$ cat src/hw/fetch_pkg.sv
`default_nettype none

package fetch_pkg;

    // address and instruction width
    parameter int unsigned addr_w = 32;

    // memory port allows this many accepted but unanswered requests
    parameter int unsigned max_inflight = 2;

    // wide enough to count 0..max_inflight
    parameter int unsigned inflight_w = $clog2(max_inflight + 1);

    // fetch controller states
    typedef enum logic [1:0] {
        idle      = 2'd0,
        issue     = 2'd1,
        wait_addr = 2'd2,
        drain     = 2'd3
    } fetch_state_t;

    // one item handed to decode
    typedef struct packed {
        logic [addr_w-1:0] pc;
        logic [addr_w-1:0] inst;
        // address error on fetch
        logic              adef;
    } fetch_item_t;

    // branch or flush request, valid for one cycle
    typedef struct packed {
        logic              valid;
        logic [addr_w-1:0] target;
    } redirect_t;

endpackage

`default_nettype wire

$ cat src/hw/credit_counter.sv
`timescale 1ns/1ns
`default_nettype none

module credit_counter #(
    parameter int unsigned credits = 4
) (
    input  logic                              clk,
    input  logic                              resetn,
    input  logic                              issue,
    input  logic                              data_ok,
    input  logic                              discard,
    input  logic                              item_sent,
    input  logic                              credit_return,
    output logic                              may_issue,
    output logic                              credit_ok,
    output logic [fetch_pkg::inflight_w-1:0]  outstanding
);
    localparam int unsigned cw = $clog2(credits + 1);

    // credits held by the fetch side
    logic [cw-1:0] avail;
    // credits promised to requests in flight or items waiting in the queue
    logic [cw-1:0] pending;
    logic          pending_dec;

    // adef items are queued without a reservation
    assign pending_dec = item_sent & (pending != '0);

    always_ff @(posedge clk) begin
        if (!resetn) begin
            avail       <= cw'(credits);
            pending     <= '0;
            outstanding <= '0;
        end else begin
            avail       <= avail + cw'(credit_return) - cw'(item_sent);
            outstanding <= outstanding + fetch_pkg::inflight_w'(issue)
                           - fetch_pkg::inflight_w'(data_ok);
            if (discard) begin
                pending <= '0;
            end else begin
                pending <= pending + cw'(issue) - cw'(pending_dec);
            end
        end
    end

    assign may_issue = (avail > pending) &&
                       (outstanding < fetch_pkg::inflight_w'(fetch_pkg::max_inflight));
    assign credit_ok = (avail != '0);

endmodule

`default_nettype wire

$ cat src/hw/fetch_ctrl.sv
`timescale 1ns/1ns
`default_nettype none

module fetch_ctrl (
    input  logic                  clk,
    input  logic                  resetn,
    input  fetch_pkg::redirect_t  redirect,
    input  logic                  addr_ok,
    input  logic                  data_ok,
    input  logic                  may_issue,
    input  logic                  misaligned,
    output logic                  req,
    output logic                  issue,
    output logic                  discard,
    output logic                  advance,
    output logic                  flush_queue,
    output logic                  push_adef
);
    fetch_pkg::fetch_state_t state;
    fetch_pkg::fetch_state_t state_next;
    logic [fetch_pkg::inflight_w-1:0] cnt;
    logic [fetch_pkg::inflight_w-1:0] cnt_next;
    logic req_want;
    logic accept;

    always_comb begin
        case (state)
            fetch_pkg::issue:     req_want = may_issue & ~misaligned;
            // hold the request until memory takes it
            fetch_pkg::wait_addr: req_want = 1'b1;
            default:              req_want = 1'b0;
        endcase
    end

    // a redirect withdraws any request not yet taken
    assign req    = req_want & ~redirect.valid;
    assign accept = req & addr_ok;

    assign issue       = accept;
    assign advance     = accept;
    assign flush_queue = redirect.valid;
    assign push_adef   = (state == fetch_pkg::issue) & misaligned & ~redirect.valid;

    // responses for the old stream are dropped on arrival
    assign discard = redirect.valid | ((state == fetch_pkg::drain) & data_ok);

    assign cnt_next = cnt + fetch_pkg::inflight_w'(accept) - fetch_pkg::inflight_w'(data_ok);

    always_comb begin
        state_next = state;
        if (redirect.valid) begin
            state_next = (cnt_next != '0) ? fetch_pkg::drain : fetch_pkg::issue;
        end else begin
            case (state)
                fetch_pkg::issue: begin
                    if (misaligned) begin
                        // park after the adef item until the next redirect
                        state_next = fetch_pkg::idle;
                    end else if (req && !addr_ok) begin
                        state_next = fetch_pkg::wait_addr;
                    end
                end
                fetch_pkg::wait_addr: begin
                    if (addr_ok) begin
                        state_next = fetch_pkg::issue;
                    end
                end
                fetch_pkg::drain: begin
                    if (cnt_next == '0) begin
                        state_next = fetch_pkg::issue;
                    end
                end
                default: state_next = state;
            endcase
        end
    end

    // reset lands in drain with nothing to wait for, so req starts a cycle later
    always_ff @(posedge clk) begin
        if (!resetn) begin
            state <= fetch_pkg::drain;
            cnt   <= '0;
        end else begin
            state <= state_next;
            cnt   <= cnt_next;
        end
    end

endmodule

`default_nettype wire

$ cat src/hw/fetch_unit.sv
`timescale 1ns/1ns
`default_nettype none

module fetch_unit #(
    parameter logic [fetch_pkg::addr_w-1:0] reset_pc    = 32'h1c00_0000,
    parameter int unsigned                  credits     = 4,
    parameter int unsigned                  queue_depth = 4
) (
    input  logic                          clk,
    input  logic                          resetn,
    // instruction memory port
    output logic                          req,
    output logic [fetch_pkg::addr_w-1:0]  addr,
    input  logic                          addr_ok,
    input  logic                          data_ok,
    input  logic [fetch_pkg::addr_w-1:0]  rdata,
    // branch or flush
    input  fetch_pkg::redirect_t          redirect,
    // decode side
    output logic                          item_valid,
    output fetch_pkg::fetch_item_t        item,
    input  logic                          credit_return
);
    logic issue;
    logic discard;
    logic advance;
    logic flush_queue;
    logic push_adef;
    logic may_issue;
    logic credit_ok;
    logic misaligned;
    logic item_sent;

    fetch_ctrl i_fetch_ctrl (
        .clk         (clk),
        .resetn      (resetn),
        .redirect    (redirect),
        .addr_ok     (addr_ok),
        .data_ok     (data_ok),
        .may_issue   (may_issue),
        .misaligned  (misaligned),
        .req         (req),
        .issue       (issue),
        .discard     (discard),
        .advance     (advance),
        .flush_queue (flush_queue),
        .push_adef   (push_adef)
    );

    credit_counter #(
        .credits (credits)
    ) i_credit_counter (
        .clk           (clk),
        .resetn        (resetn),
        .issue         (issue),
        .data_ok       (data_ok),
        .discard       (discard),
        .item_sent     (item_sent),
        .credit_return (credit_return),
        .may_issue     (may_issue),
        .credit_ok     (credit_ok),
        .outstanding   ()
    );

    // the fetch pc is the request address
    pc_gen #(
        .reset_pc (reset_pc)
    ) i_pc_gen (
        .clk        (clk),
        .resetn     (resetn),
        .advance    (advance),
        .redirect   (redirect),
        .pc         (addr),
        .misaligned (misaligned)
    );

    inst_queue #(
        .queue_depth (queue_depth)
    ) i_inst_queue (
        .clk         (clk),
        .resetn      (resetn),
        .push_pc     (issue),
        .pc          (addr),
        .data_ok     (data_ok),
        .rdata       (rdata),
        .discard     (discard),
        .push_adef   (push_adef),
        .flush_queue (flush_queue),
        .credit_ok   (credit_ok),
        .item_valid  (item_valid),
        .item        (item),
        .item_sent   (item_sent)
    );

endmodule

`default_nettype wire

$ cat src/hw/inst_queue.sv
`timescale 1ns/1ns
`default_nettype none

module inst_queue #(
    parameter int unsigned queue_depth = 4
) (
    input  logic                          clk,
    input  logic                          resetn,
    input  logic                          push_pc,
    input  logic [fetch_pkg::addr_w-1:0]  pc,
    input  logic                          data_ok,
    input  logic [fetch_pkg::addr_w-1:0]  rdata,
    input  logic                          discard,
    input  logic                          push_adef,
    input  logic                          flush_queue,
    input  logic                          credit_ok,
    output logic                          item_valid,
    output fetch_pkg::fetch_item_t        item,
    output logic                          item_sent
);
    localparam int unsigned pw  = (queue_depth > 1) ? $clog2(queue_depth) : 1;
    localparam int unsigned cw  = $clog2(queue_depth + 1);
    localparam int unsigned ipw = $clog2(fetch_pkg::max_inflight);

    // pcs of requests still waiting for data
    logic [fetch_pkg::addr_w-1:0] pc_fifo [fetch_pkg::max_inflight];
    logic [ipw-1:0]               pc_wr;
    logic [ipw-1:0]               pc_rd;

    fetch_pkg::fetch_item_t item_mem [queue_depth];
    fetch_pkg::fetch_item_t new_item;
    logic [pw-1:0]          wr_ptr;
    logic [pw-1:0]          rd_ptr;
    logic [cw-1:0]          count;
    logic                   push;

    always_ff @(posedge clk) begin
        if (push_pc) begin
            pc_fifo[pc_wr] <= pc;
        end
    end

    // every response pops its pc, kept or not
    always_ff @(posedge clk) begin
        if (!resetn) begin
            pc_wr <= '0;
            pc_rd <= '0;
        end else begin
            pc_wr <= pc_wr + ipw'(push_pc);
            pc_rd <= pc_rd + ipw'(data_ok);
        end
    end

    always_comb begin
        if (push_adef) begin
            new_item.pc   = pc;
            new_item.inst = '0;
            new_item.adef = 1'b1;
        end else begin
            new_item.pc   = pc_fifo[pc_rd];
            new_item.inst = rdata;
            new_item.adef = 1'b0;
        end
    end

    assign push = (data_ok & ~discard) | push_adef;

    always_ff @(posedge clk) begin
        if (push) begin
            item_mem[wr_ptr] <= new_item;
        end
    end

    always_ff @(posedge clk) begin
        if (!resetn || flush_queue) begin
            wr_ptr <= '0;
            rd_ptr <= '0;
            count  <= '0;
        end else begin
            if (push) begin
                wr_ptr <= (wr_ptr == pw'(queue_depth - 1)) ? '0 : wr_ptr + 1'b1;
            end
            if (item_sent) begin
                rd_ptr <= (rd_ptr == pw'(queue_depth - 1)) ? '0 : rd_ptr + 1'b1;
            end
            count <= count + cw'(push) - cw'(item_sent);
        end
    end

    // stale head is never shown in the flush cycle
    assign item_valid = (count != '0) & credit_ok & ~flush_queue;
    assign item       = item_mem[rd_ptr];
    assign item_sent  = item_valid;

endmodule

`default_nettype wire

$ cat src/hw/pc_gen.sv
`timescale 1ns/1ns
`default_nettype none

module pc_gen #(
    parameter logic [fetch_pkg::addr_w-1:0] reset_pc = 32'h1c00_0000
) (
    input  logic                          clk,
    input  logic                          resetn,
    input  logic                          advance,
    input  fetch_pkg::redirect_t          redirect,
    output logic [fetch_pkg::addr_w-1:0]  pc,
    output logic                          misaligned
);
    logic [fetch_pkg::addr_w-1:0] seq_pc;

    assign seq_pc = pc + fetch_pkg::addr_w'(4);

    // redirect wins over the sequential step
    always_ff @(posedge clk) begin
        if (!resetn) begin
            pc <= reset_pc;
        end else if (redirect.valid) begin
            pc <= redirect.target;
        end else if (advance) begin
            pc <= seq_pc;
        end
    end

    // word fetch only
    assign misaligned = |pc[1:0];

endmodule

`default_nettype wire

$ cat config.mk
export PLATFORM = sky130hd
export DESIGN_NAME = fetch_unit
export DESIGN_NICKNAME = d
export VERILOG_FILES = /design/src/hw/fetch_pkg.sv /design/src/hw/credit_counter.sv /design/src/hw/fetch_ctrl.sv /design/src/hw/fetch_unit.sv /design/src/hw/inst_queue.sv /design/src/hw/pc_gen.sv
export SDC_FILE = /design/constraint.sdc
export NUM_CORES = 1
export LEC_CHECK = 0
export BUFFER_PORTS_ARGS = -buffer_cell sky130_fd_sc_hd__buf_2
export CAP_MARGIN = 40
export CELL_PAD_IN_SITES_DETAIL_PLACEMENT = 1
export CELL_PAD_IN_SITES_GLOBAL_PLACEMENT = 2
export CORE_MARGIN = 2
export CORE_UTILIZATION = 45
export CTS_BUF_LIST = sky130_fd_sc_hd__clkbuf_4
export DETAILED_ROUTE_END_ITERATION = 16
export PLACE_DENSITY_LB_ADDON = 0.15
export SLEW_MARGIN = 20
export SYNTH_ARGS = -nofsm -noshare
export SYNTH_HDL_FRONTEND = slang
export SYNTH_HIERARCHICAL = 1
export SYNTH_SLANG_ARGS = --single-unit
$ cat constraint.sdc
create_clock -name clk -period 7.7 [get_ports clk]
set_input_delay 2.31 -clock clk [delete_from_list [all_inputs] [get_ports clk]]
set_output_delay 2.31 -clock clk [all_outputs]
set_load 0.03 [all_outputs]
## Word level (Yosys, flattened, before mapping)

Memories as Yosys holds them, arrays and structs flattened. A register that Yosys moved wholly into a read port is not among the register bits.
Index checks and enable logic that the tools add are counted.

| storage, ports and cells | value |
|---|---|
| register bits after elaboration | 53 |
| bits in writable memories | 324 |
| input port bits | 70 |
| output and inout port bits | 99 |
| logic and storage cells | 89 |
| memories kept | 2 |

Memories:

| name | depth | width | read ports | clocked after memory_dff | write ports | RTL line | RTL |
|---|---|---|---|---|---|---|---|
| i_inst_queue.item_mem | 4 | 65 | 1 | 1 | 1 | inst_queue.sv:30 | `fetch_pkg::fetch_item_t item_mem [queue_depth];` |
| i_inst_queue.pc_fifo | 2 | 32 | 1 | 1 | 1 | inst_queue.sv:26 | `logic [fetch_pkg::addr_w-1:0] pc_fifo [fetch_pkg::max_inflight];` |

| operators by class | value |
|---|---|
| $add $sub $neg | 15 |
| magnitude comparators | 2 |
| equality and inequality tests | 8 |
| multiplexer cells | 20 |
| bitwise gates (word level) | 16 |
| reductions and logical operators | 15 |

Operator list:

| cell | count |
|---|---|
| 2-to-1 mux 65 bit | 1 |
| 2-to-1 mux 32 bit | 2 |
| adder 32 x 3 -> 32 bit (second input constant) | 1 |
| 2-to-1 mux 2 bit | 10 |
| AND 1 bit | 10 |
| adder 3 x 1 -> 3 bit | 3 |
| nonzero test 3 bit | 3 |
| subtractor 3 x 1 -> 3 bit | 3 |
| == test 2 bit (second input constant) | 4 |
| inequality test 3 bit (second input constant) | 2 |
| case mux 2 bit (3 select lines) | 1 |
| 2-to-1 mux 1 bit | 5 |
| adder 2 x 1 -> 2 bit | 2 |
| adder 2 x 1 -> 2 bit (second input constant) | 2 |
| inequality test 4 x 3 -> 1 bit (second input constant) | 1 |
| inverter 1 bit | 4 |
| AND reduction 4 bit | 1 |
| nonzero test 2 bit | 2 |
| nonzero test 4 bit | 1 |
| OR reduction 2 bit | 2 |
| subtractor 2 x 1 -> 2 bit | 2 |
| > comparator 3 bit | 1 |
| adder 1 bit | 2 |
| == test 2 x 1 -> 1 bit (second input constant) | 1 |
| other kinds (7) | 10 |

## Depth between registers and ports, before layout

Gate-level depths: netlist of run 1.

| logic depth | value |
|---|---|
| word-level depth | 12 |
| mapped depth | 14 |
| depth with buffers taken out | 13 |

## Modules after synthesis

The synthesis of run 1 kept the hierarchy.

By module, submodules not included:

| module | times used | cells each | area each (sq um) |
|---|---|---|---|
| inst_queue | 1 | 609 | 12,821.0 |
| pc_gen | 1 | 244 | 1,921.8 |
| credit_counter | 1 | 53 | 498.0 |
| fetch_ctrl | 1 | 45 | 357.8 |

## Least setup slack after synthesis of run 1

No wires, ideal clock.

| timing | value |
|---|---|
| path kind | input port to flip-flop |
| from | input port redirect[32] (netlist name) |
| to | memory i_inst_queue/item_mem[0][0] (netlist name) (enable) |
| library setup time | 0.496 ns |
| arrival | 5.875 ns |
| required time | 7.204 ns |
| slack | 1.329 ns |
| stages | 5 |
| cell sequence | clkbuf_2 > nor2_1 > buf_2 > nor2_1 > nor2b_1 |

RTL lines:

| item | RTL line | RTL |
|---|---|---|
| start: declaration | fetch_unit.sv:18 | `input fetch_pkg::redirect_t redirect,` |
| inverter 1 bit | fetch_ctrl.sv:42 | `assign push_adef = (state == fetch_pkg::issue) & misaligned & ~redirect.valid;` |
| AND 1 bit | fetch_ctrl.sv:42 |  |
| via push_adef | fetch_unit.sv:28 | `logic push_adef;` |
| bitwise OR 1 bit | inst_queue.sv:66 | `assign push = (data_ok & ~discard) \| push_adef;` |
| 2-to-1 mux 1 bit | inst_queue.sv:69 | `if (push) begin` |
| 2-to-1 mux 1 bit (not written as such) | inst_queue.sv:70 | `item_mem[wr_ptr] <= new_item;` |
| end: declaration | inst_queue.sv:30 |  |

The timed path passes the listed nets, and every way through them passes these cells.

## Final worst setup path of run 1

| timing | value |
|---|---|
| from | input port redirect[32] (netlist name) |
| to | output port req |

| on the way | value |
|---|---|
| cells in the longest elaborated chain, start to end | 2 |

Ends and longest elaborated chain:

| item | RTL line | RTL |
|---|---|---|
| inverter 1 bit | fetch_ctrl.sv:36 | `assign req = req_want & ~redirect.valid;` |
| AND 1 bit | fetch_ctrl.sv:36 |  |
| end: declaration | fetch_unit.sv:12 | `output logic req,` |

Every way passes these cells.

==> impl_results.md, run 1 <==
* Post-detail-place hpwl at 21800 um
* Setup crit start kind: primary input
* Clock power share at 39.4%
* CTS Hold Buffers Added at 0
* Leakage at about 6.4 nW
* Post-DR wirelength/cell at 19.8 um
* Async S/R FF share, synth at 0%
* Boundary pin count at 169
* Cells after Synth at 951
* Leading area contributor after synthesis: edfxtp_1
* Syn_nets at 1048
* Number of port buffers at 168
* GRT Total Usage at 19.4%
* Critical path data arrival time at between 3 and 4 ns
* Clk_skew at 0.0320 ns
* Largest net degree at the start of global routing at 68
* Status: completed
* Post-synth EDFFs at 324
* Most numerous cell in the Yosys netlist: edfxtp_1
* Layout Nets at 1287
* First-iteration detailed-routing DRC count at approximately 400
* Comb power frac at 8.4%
* Max H-tree Level at 3
* Share of layout cells above drive strength 1 at 34.3%
* Sequential power share at 52.1%
* Dpl cell area at ~0.017 mm^2
* Pwr dens at ~240 mW/mm^2
* Final hold viol count at 0
* Data required, critical path at 5.39 ns
* CTS tree: built
* Synth warn at 6
* Fmax at 181 MHz
* # Max-Cap Violations at 0
* DRC violations left at 0
* Setup violators final at 0
* Core Rows at 68
* Yosys reg bits at between 300 and 400
* Grt total ovfl at 0
* Syn-to-layout area delta at 17.4%
* Sequential area share after synthesis at 69.6%
* CP Class: in2out
* DIE AREA at around 0.036 mm^2
* Design Area, Final at 0.0183 mm^2
* Starting Density at between 40% and 50%
* Post-Syn Area at 0.0156 mm^2
* Min Hold Slack at 0.494 ns
* CTS Buffer Depth at 3
* First-pass GRT wire length at 53800 um
* Worst-margin pin slew at 0.775 ns
* List of most frequent post-synthesis cells: edfxtp_1 (324), mux4_2 (65), o21ai_0 (58)
* Vias per cell at 5.28
* DRT Pass-1 Iters at 5
* Core Box Area at 0.0344 mm^2
* Crit Path Max Fanout at 43
* Switching share of power at 24.0%
* Post-synth top flop: edfxtp_1
* Routability cong. at 0.751
* Routed Antenna Nets at 0
* Num CTS Buffers at 98
* Setup TNS at 0 ns
* Net Switching at 1.07 mW
* CTS clk-pin slew, worst paths at 0.06 ns
* Initial antenna violation count at 1
* Max IR drop VDD at 0.0976 mV
* Ranking of synthesized cells by area: edfxtp_1 (62%), mux4_2 (9.4%), dfxtp_1 (7.2%), mux2i_1 (2.4%), ha_1 (1.9%)
* RSZ-0062 raised after global routing: false
* Vias in the first global route at 9728
* Total power at 4.48 mW
* Internal Power at ~3.4 mW
* Syn Area/Cell at 16.4 um^2
* Post-synth top area share at 62.4%
* Final Max Tran Viols at 0
* Skew-Pair Late Insertion Delay at 0.74 ns
* Die H at approximately 190 um
* Post-route core utilization at a little over half
* Die X at 190 um
* Rel. slew slack at 48.1%
* Post-cts resize count at 0
* Period utilization at 71.9%
* Worst hold path class: reg2reg
* CTS root buf: clkbuf_4
* Drt total wl at 34200 um
* # Post-CTS Setup Buffers at 0
* CTS sink cnt at 380
* Final worst path period need at roughly 5.5 ns
* Vias post-DR at 9129
* Yosys cell types at 60
* Crit. End Element: output pin
==> stage by stage <==
stage,worst slack [ns],std cells
CTS,2.12,1725
global placement,2.14,1538
global route,2.09,1729
finish,2.16,1729
detailed placement,2.15,1542
floorplan,1.33,951
==> placed cells by master (no fill, tap or decap), types with 3 or more instances in the layout <==
cell type    n
nand4_1     14
inv_1       29
and4_1       4
a21oi_1     17
edfxtp_1   324
mux4_2      65
nor4_1       9
clkbuf_4   161
nand2b_1     4
nand2_1     57
buf_12       3
o21ai_0     58
xnor2_1     15
nor2b_4      4
nor2b_1     39
a21o_1       3
a211oi_1     3
buf_2      168
and2_1      11
buf_4       12
clkinv_1    17
and3_1       4
or3_1       10
nor3b_1      5
or4_1       10
a311oi_1     3
dfxtp_1     53
fa_1         3
o31ai_1      7
ha_1        24
inv_2        3
nor2_1      30
mux2i_1     38
nor3_1       7
buf_16       3
a31oi_1     10
nand3_1      9
==> cells by family (layout without fill, tap and decap cells) <==
logic type	count (synthesis)	in the layout	share of synthesized area, %
XOR/XNOR	18	18	1.11
buffers and inverters	78	400	2.78
flip-flops	380	380	69.6
AO/OA/AOI/OAI	112	112	4.22
multiplexers	103	103	11.8
other	0	1	0
AND/OR/NAND/NOR	233	233	8.21
adder cells (fa/ha/maj)	27	27	2.31
==> registers in the layout, summed over array words and instances, names as in the netlist, named ones only <==
signal                        count
i_inst_queue/rd_ptr               2
i_inst_queue/count                3
i_credit_counter/outstanding      2
i_pc_gen/pc                      32
i_inst_queue/pc_wr                1
i_inst_queue/wr_ptr               2
i_fetch_ctrl/state                2
i_fetch_ctrl/cnt                  2
i_inst_queue/item_mem           260
i_inst_queue/pc_rd                1
i_inst_queue/pc_fifo             64
i_credit_counter/pending          3
i_credit_counter/avail            3
==> worst paths after layout <==
kind / startpoint / endpoint / slack, ns / cells past startpoint
max: redirect[32] / req / 2.16 / 4
min: i_inst_queue/rd_ptr[1] / flip-flop / 0.49 / 2
max reg2reg: i_credit_counter/pending[1] / i_pc_gen/pc[25] / 4.12 / 12
min reg2reg: i_inst_queue/rd_ptr[1] / flip-flop / 0.49 / 2
==> critical path, cell delays in order <==
cell and delay, ns:
buf_2 0.17, buf_4 0.44, nor3_1 0.10, buf_2 0.20
==> layout make-up <==
| type | instances | area (um^2) |
|---|---|---|
| well taps | 455 | 569 |
| flip-flops and latches | 380 | 10900 |
| clock inverters | 22 | 114 |
| repair buffers | 187 | 1090 |
| inverters | 30 | 113 |
| diodes | 1 | 2.50 |
| clock buffers | 161 | 1210 |
| fillers | 3398 | 16100 |
| multi-input cells | 493 | 4360 |
==> per-layer routing <==
layer / track usage (%) / wire length (um) / vias up
li1: - / - / 4245
met1: 26.3 / 15500 / 4552
met2: 31.0 / 16100 / 274
met3: 4.10 / 1910 / 58
met4: 7.72 / 720 / 0
met5: 0 / 0 / -
==> power groups by stage <==
stage | Clock (mW) | Sequential (mW) | Combinational [mW]
2_1_floorplan | 0 | 2.38 | 0.249
3_3_place_gp | 0 | 2.39 | 0.358
3_5_place_dp | 0 | 2.39 | 0.375
4_1_cts | 1.84 | 2.34 | 0.377
5_1_grt | 1.95 | 2.34 | 0.415
6_report | 1.77 | 2.34 | 0.377
Note: power is estimated with default switching activity, not from simulation.
==> run 2, diff against run 1 <==
--- a/config.mk
+++ b/config.mk
@@ -5,12 +5,13 @@
 export SDC_FILE = /design/constraint.sdc
 export NUM_CORES = 1
 export LEC_CHECK = 0
+export ABC_AREA = 1
 export BUFFER_PORTS_ARGS = -buffer_cell sky130_fd_sc_hd__buf_2
 export CAP_MARGIN = 40
 export CELL_PAD_IN_SITES_DETAIL_PLACEMENT = 1
 export CELL_PAD_IN_SITES_GLOBAL_PLACEMENT = 2
 export CORE_MARGIN = 2
-export CORE_UTILIZATION = 45
+export CORE_UTILIZATION = 37
 export CTS_BUF_LIST = sky130_fd_sc_hd__clkbuf_4
 export DETAILED_ROUTE_END_ITERATION = 16
 export PLACE_DENSITY_LB_ADDON = 0.15
==> constraint.sdc (replaced) <==
create_clock -name clk -period 4.6 [get_ports clk]
set_input_delay 1.38 -clock clk [delete_from_list [all_inputs] [get_ports clk]]
set_output_delay 1.38 -clock clk [all_outputs]
set_load 0.03 [all_outputs]
==> impl_results.md, run 2 <==
* Status: completed
* Rel. slew slack at a little over 50%
* Synth warn at 6
* CTS root buf: clkbuf_4
* Main combinational cell family by area after synthesis: simple AND/OR/NAND/NOR gates
* Vias per cell at 4.93
* Routability cong. at around 0.74
* Sequential area share after synthesis at 66.7%
* Final WS setup at 0.618 ns
* Compound-gate portion of the synthesized area at 11.7%
* Most common cell after layout, fill and taps aside: edfxtp_1
* CTS clk-pin slew, worst paths at 0.06 ns
* CTS tree: built
* Post-route core utilization at between 40% and 50%
* Layout Nets at 1771
* Post-synthesis mux area share at 0%
* Drt total wl at 42600 um
* DRC violations left at 0
* Post-Synth Adder-Cell Area at 2.22%
* Share of layout cells above drive strength 1 at 24.3%
* Worst path slowest cell: inv_4
* # Max-Cap Violations at 0
* DRT Pass-1 Iters at 4
* DIE AREA at 0.0457 mm^2
* # fillers at 4828
* Critical path data arrival time at 2.60 ns
* First-iteration detailed-routing DRC count at 438
* Post-synth top area share at about three fifths
* List of most frequent post-synthesis cells: edfxtp_1 (324), nor2_1 (248), nand2_1 (181)
* Setup crit start kind: flip-flop
* Met2 Track Usage GR at 32.1%
* CP Class: reg2out
* CTS Hold Buffers Added at 0
* Core Rows at 76
* Vias in the first global route at around 12000
* Post-Syn Area at 0.0163 mm^2
* Routed Antenna Nets at 0
* CTS Buffer Depth at 3
* Dpl cells at 2152
* Leading cell types in the layout, fill and taps excluded: edfxtp_1 (324), nor2_1 (244), nand2_1 (181), buf_2 (168), clkbuf_4 (147)
* Boundary pin count at 169
* Setup WS pre-CTS at 1.00 ns
* Setup violators final at 0
* Min Hold Slack at between 0.5 and 0.6 ns
* Starting Density at between 30% and 40%
* Final hold viol count at 0
* Post-DR wirelength/cell at 18.2 um
* Grt peak-use layer: met2
* Post-cts resize count at 0
* Clk_skew at 0.0327 ns
* Worst-margin pin slew at 0.738 ns
* Crit. End Element: output pin
* Max stage delay on crit path at 0.48 ns
* Post-detail-place hpwl at about 26000 um
* Number of port buffers at 168
* Final Max Tran Viols at 0
* Yosys cell types at 41
* Yosys reg bits at 380
* Num CTS Buffers at roughly 100
* Largest net degree at the start of global routing at 131
* Die H at 214 um
* Vias post-DR at 11567
* CTS sink cnt at 380
* Die X at 214 um
* Final worst path period need at 3.98 ns
* CP Cell Sequence: inv_4 > buf_4 > nor2_1 > o22ai_1 > buf_2
* Reg with most FFs: i_inst_queue/item_mem
* Pwr dens at ~430 mW/mm^2
* GRT Total Usage at 19.0%
* RSZ-0062 raised after global routing: false
* Core Box Area at 0.0433 mm^2
* Period utilization at 86.6%
* Cells after Synth at 1448
* Global routing met1 resource utilization at 24.2%
* Fmax at about 250 MHz
* # Post-CTS Setup Buffers at 0
* Crit Path Max Fanout at 55
* First-pass GRT wire length at about 66000 um
* Max H-tree Level at 3
* Post-synth top flop: edfxtp_1
* Simple-Gate Fraction of Synth Area at roughly an eighth
* Final cell count without fillers at 2345
* Leading area contributor after synthesis: edfxtp_1
* Max IR drop VDD at 0.174 mV
* Syn Area/Cell at 11.2 um^2
* Syn-to-layout area delta at 17.2%
* Post-synth EDFFs at 324
* Ranking of synthesized cells by area: edfxtp_1 (60%), dfxtp_1 (6.9%), nor2_1 (5.7%), nand2_1 (4.2%), o21ai_0 (3.0%)
* Skew-Pair Late Insertion Delay at 0.80 ns
* Syn_nets at 1545
* Data required, critical path at 3.22 ns
* Largest register FFs at between 200 and 300
* Most numerous cell in the Yosys netlist: edfxtp_1
* Worst hold path class: reg2reg
* Grt total ovfl at 0
* Async S/R FF share, synth at 0%
* Initial antenna violation count at 1
* Leakage at 7.29 nW
* Grt met3 use at 3.76%
* Biggest regs: i_inst_queue/item_mem x260, i_inst_queue/pc_fifo x64, i_pc_gen/pc x32
* Total power at 8.12 mW
* Synth Area in XOR/XNOR at 0.915%
-- run 2: cell count changes after synthesis, moves of 40 or more --
cell	before	now
o21ai_0	58	98
nand2_1	57	181
o22ai_1	1	51
mux4_2	65	0
inv_1	29	107
a21oi_1	17	92
nor2b_1	43	0
nor2_1	31	248
-- run 2: path summary, 6_finish.rpt --
path                               startpoint                          end  slack, ns  depth (start not counted)
setup / recovery                    flip-flop                     item[26]       0.62                          5
hold / removal         i_inst_queue/wr_ptr[0]       i_inst_queue/wr_ptr[0]       0.54                          2
setup reg to reg  i_credit_counter/pending[1]  i_inst_queue/pc_fifo[1][28]       1.90                         12
hold reg to reg        i_inst_queue/wr_ptr[0]       i_inst_queue/wr_ptr[0]       0.54                          2
-- run 2: stage by stage --
stage                     setup TNS, ns  instance area, um^2
final                                 0                19100
after global routing                  0                19100
after CTS                             0                19000
after detailed placement              0                17700
after global placement                0                17700
after floorplan                 -181.72                16300
-- run 2: logic make-up after synthesis --
group | after synthesis
xor gates and xnor gates | 17
buffers and inverters | 189
DFF | 380
and+or+nand+nor | 509
AOI/OAI and AO/OA | 326
adders and majority gates | 27
-- run 2: critical path, delay by kind of cell, from the launching register on --
family	cells	cell delay, ns
AO/OA/AOI/OAI	1	0.25
buffers and inverters	3	1.11
flip-flops	1	0.36
AND/OR/NAND/NOR	1	0.07
-- run 2: per-layer routing --
layer	wire length (um)	up-vias
met3	1910	71
met1	19500	5697
met4	939	0
met5	0	-
met2	20300	237
li1	-	5562
-- run 2: report_power, final --
group / internal [mW] / switching [mW]
Sequential: 3.94 / 0.0934
Combinational: 0.323 / 0.797
Clock: 1.54 / 1.43
Total: 5.81 / 2.32
-- run 2: final cells by class --
cell class / instances / area [um^2] / share of cell area [%]
Sequential cell: 380 / 10900 / 56.9
Multi-Input combinational cell: 879 / 4590 / 24.1
Timing Repair Buffer: 192 / 1130 / 5.92
Clock buffer: 147 / 1100 / 5.79
Tap cell: 585 / 732 / 3.84
Inverter: 117 / 442 / 2.32
Clock inverter: 44 / 221 / 1.16
Antenna cell: 1 / 2.50 / 0.0131
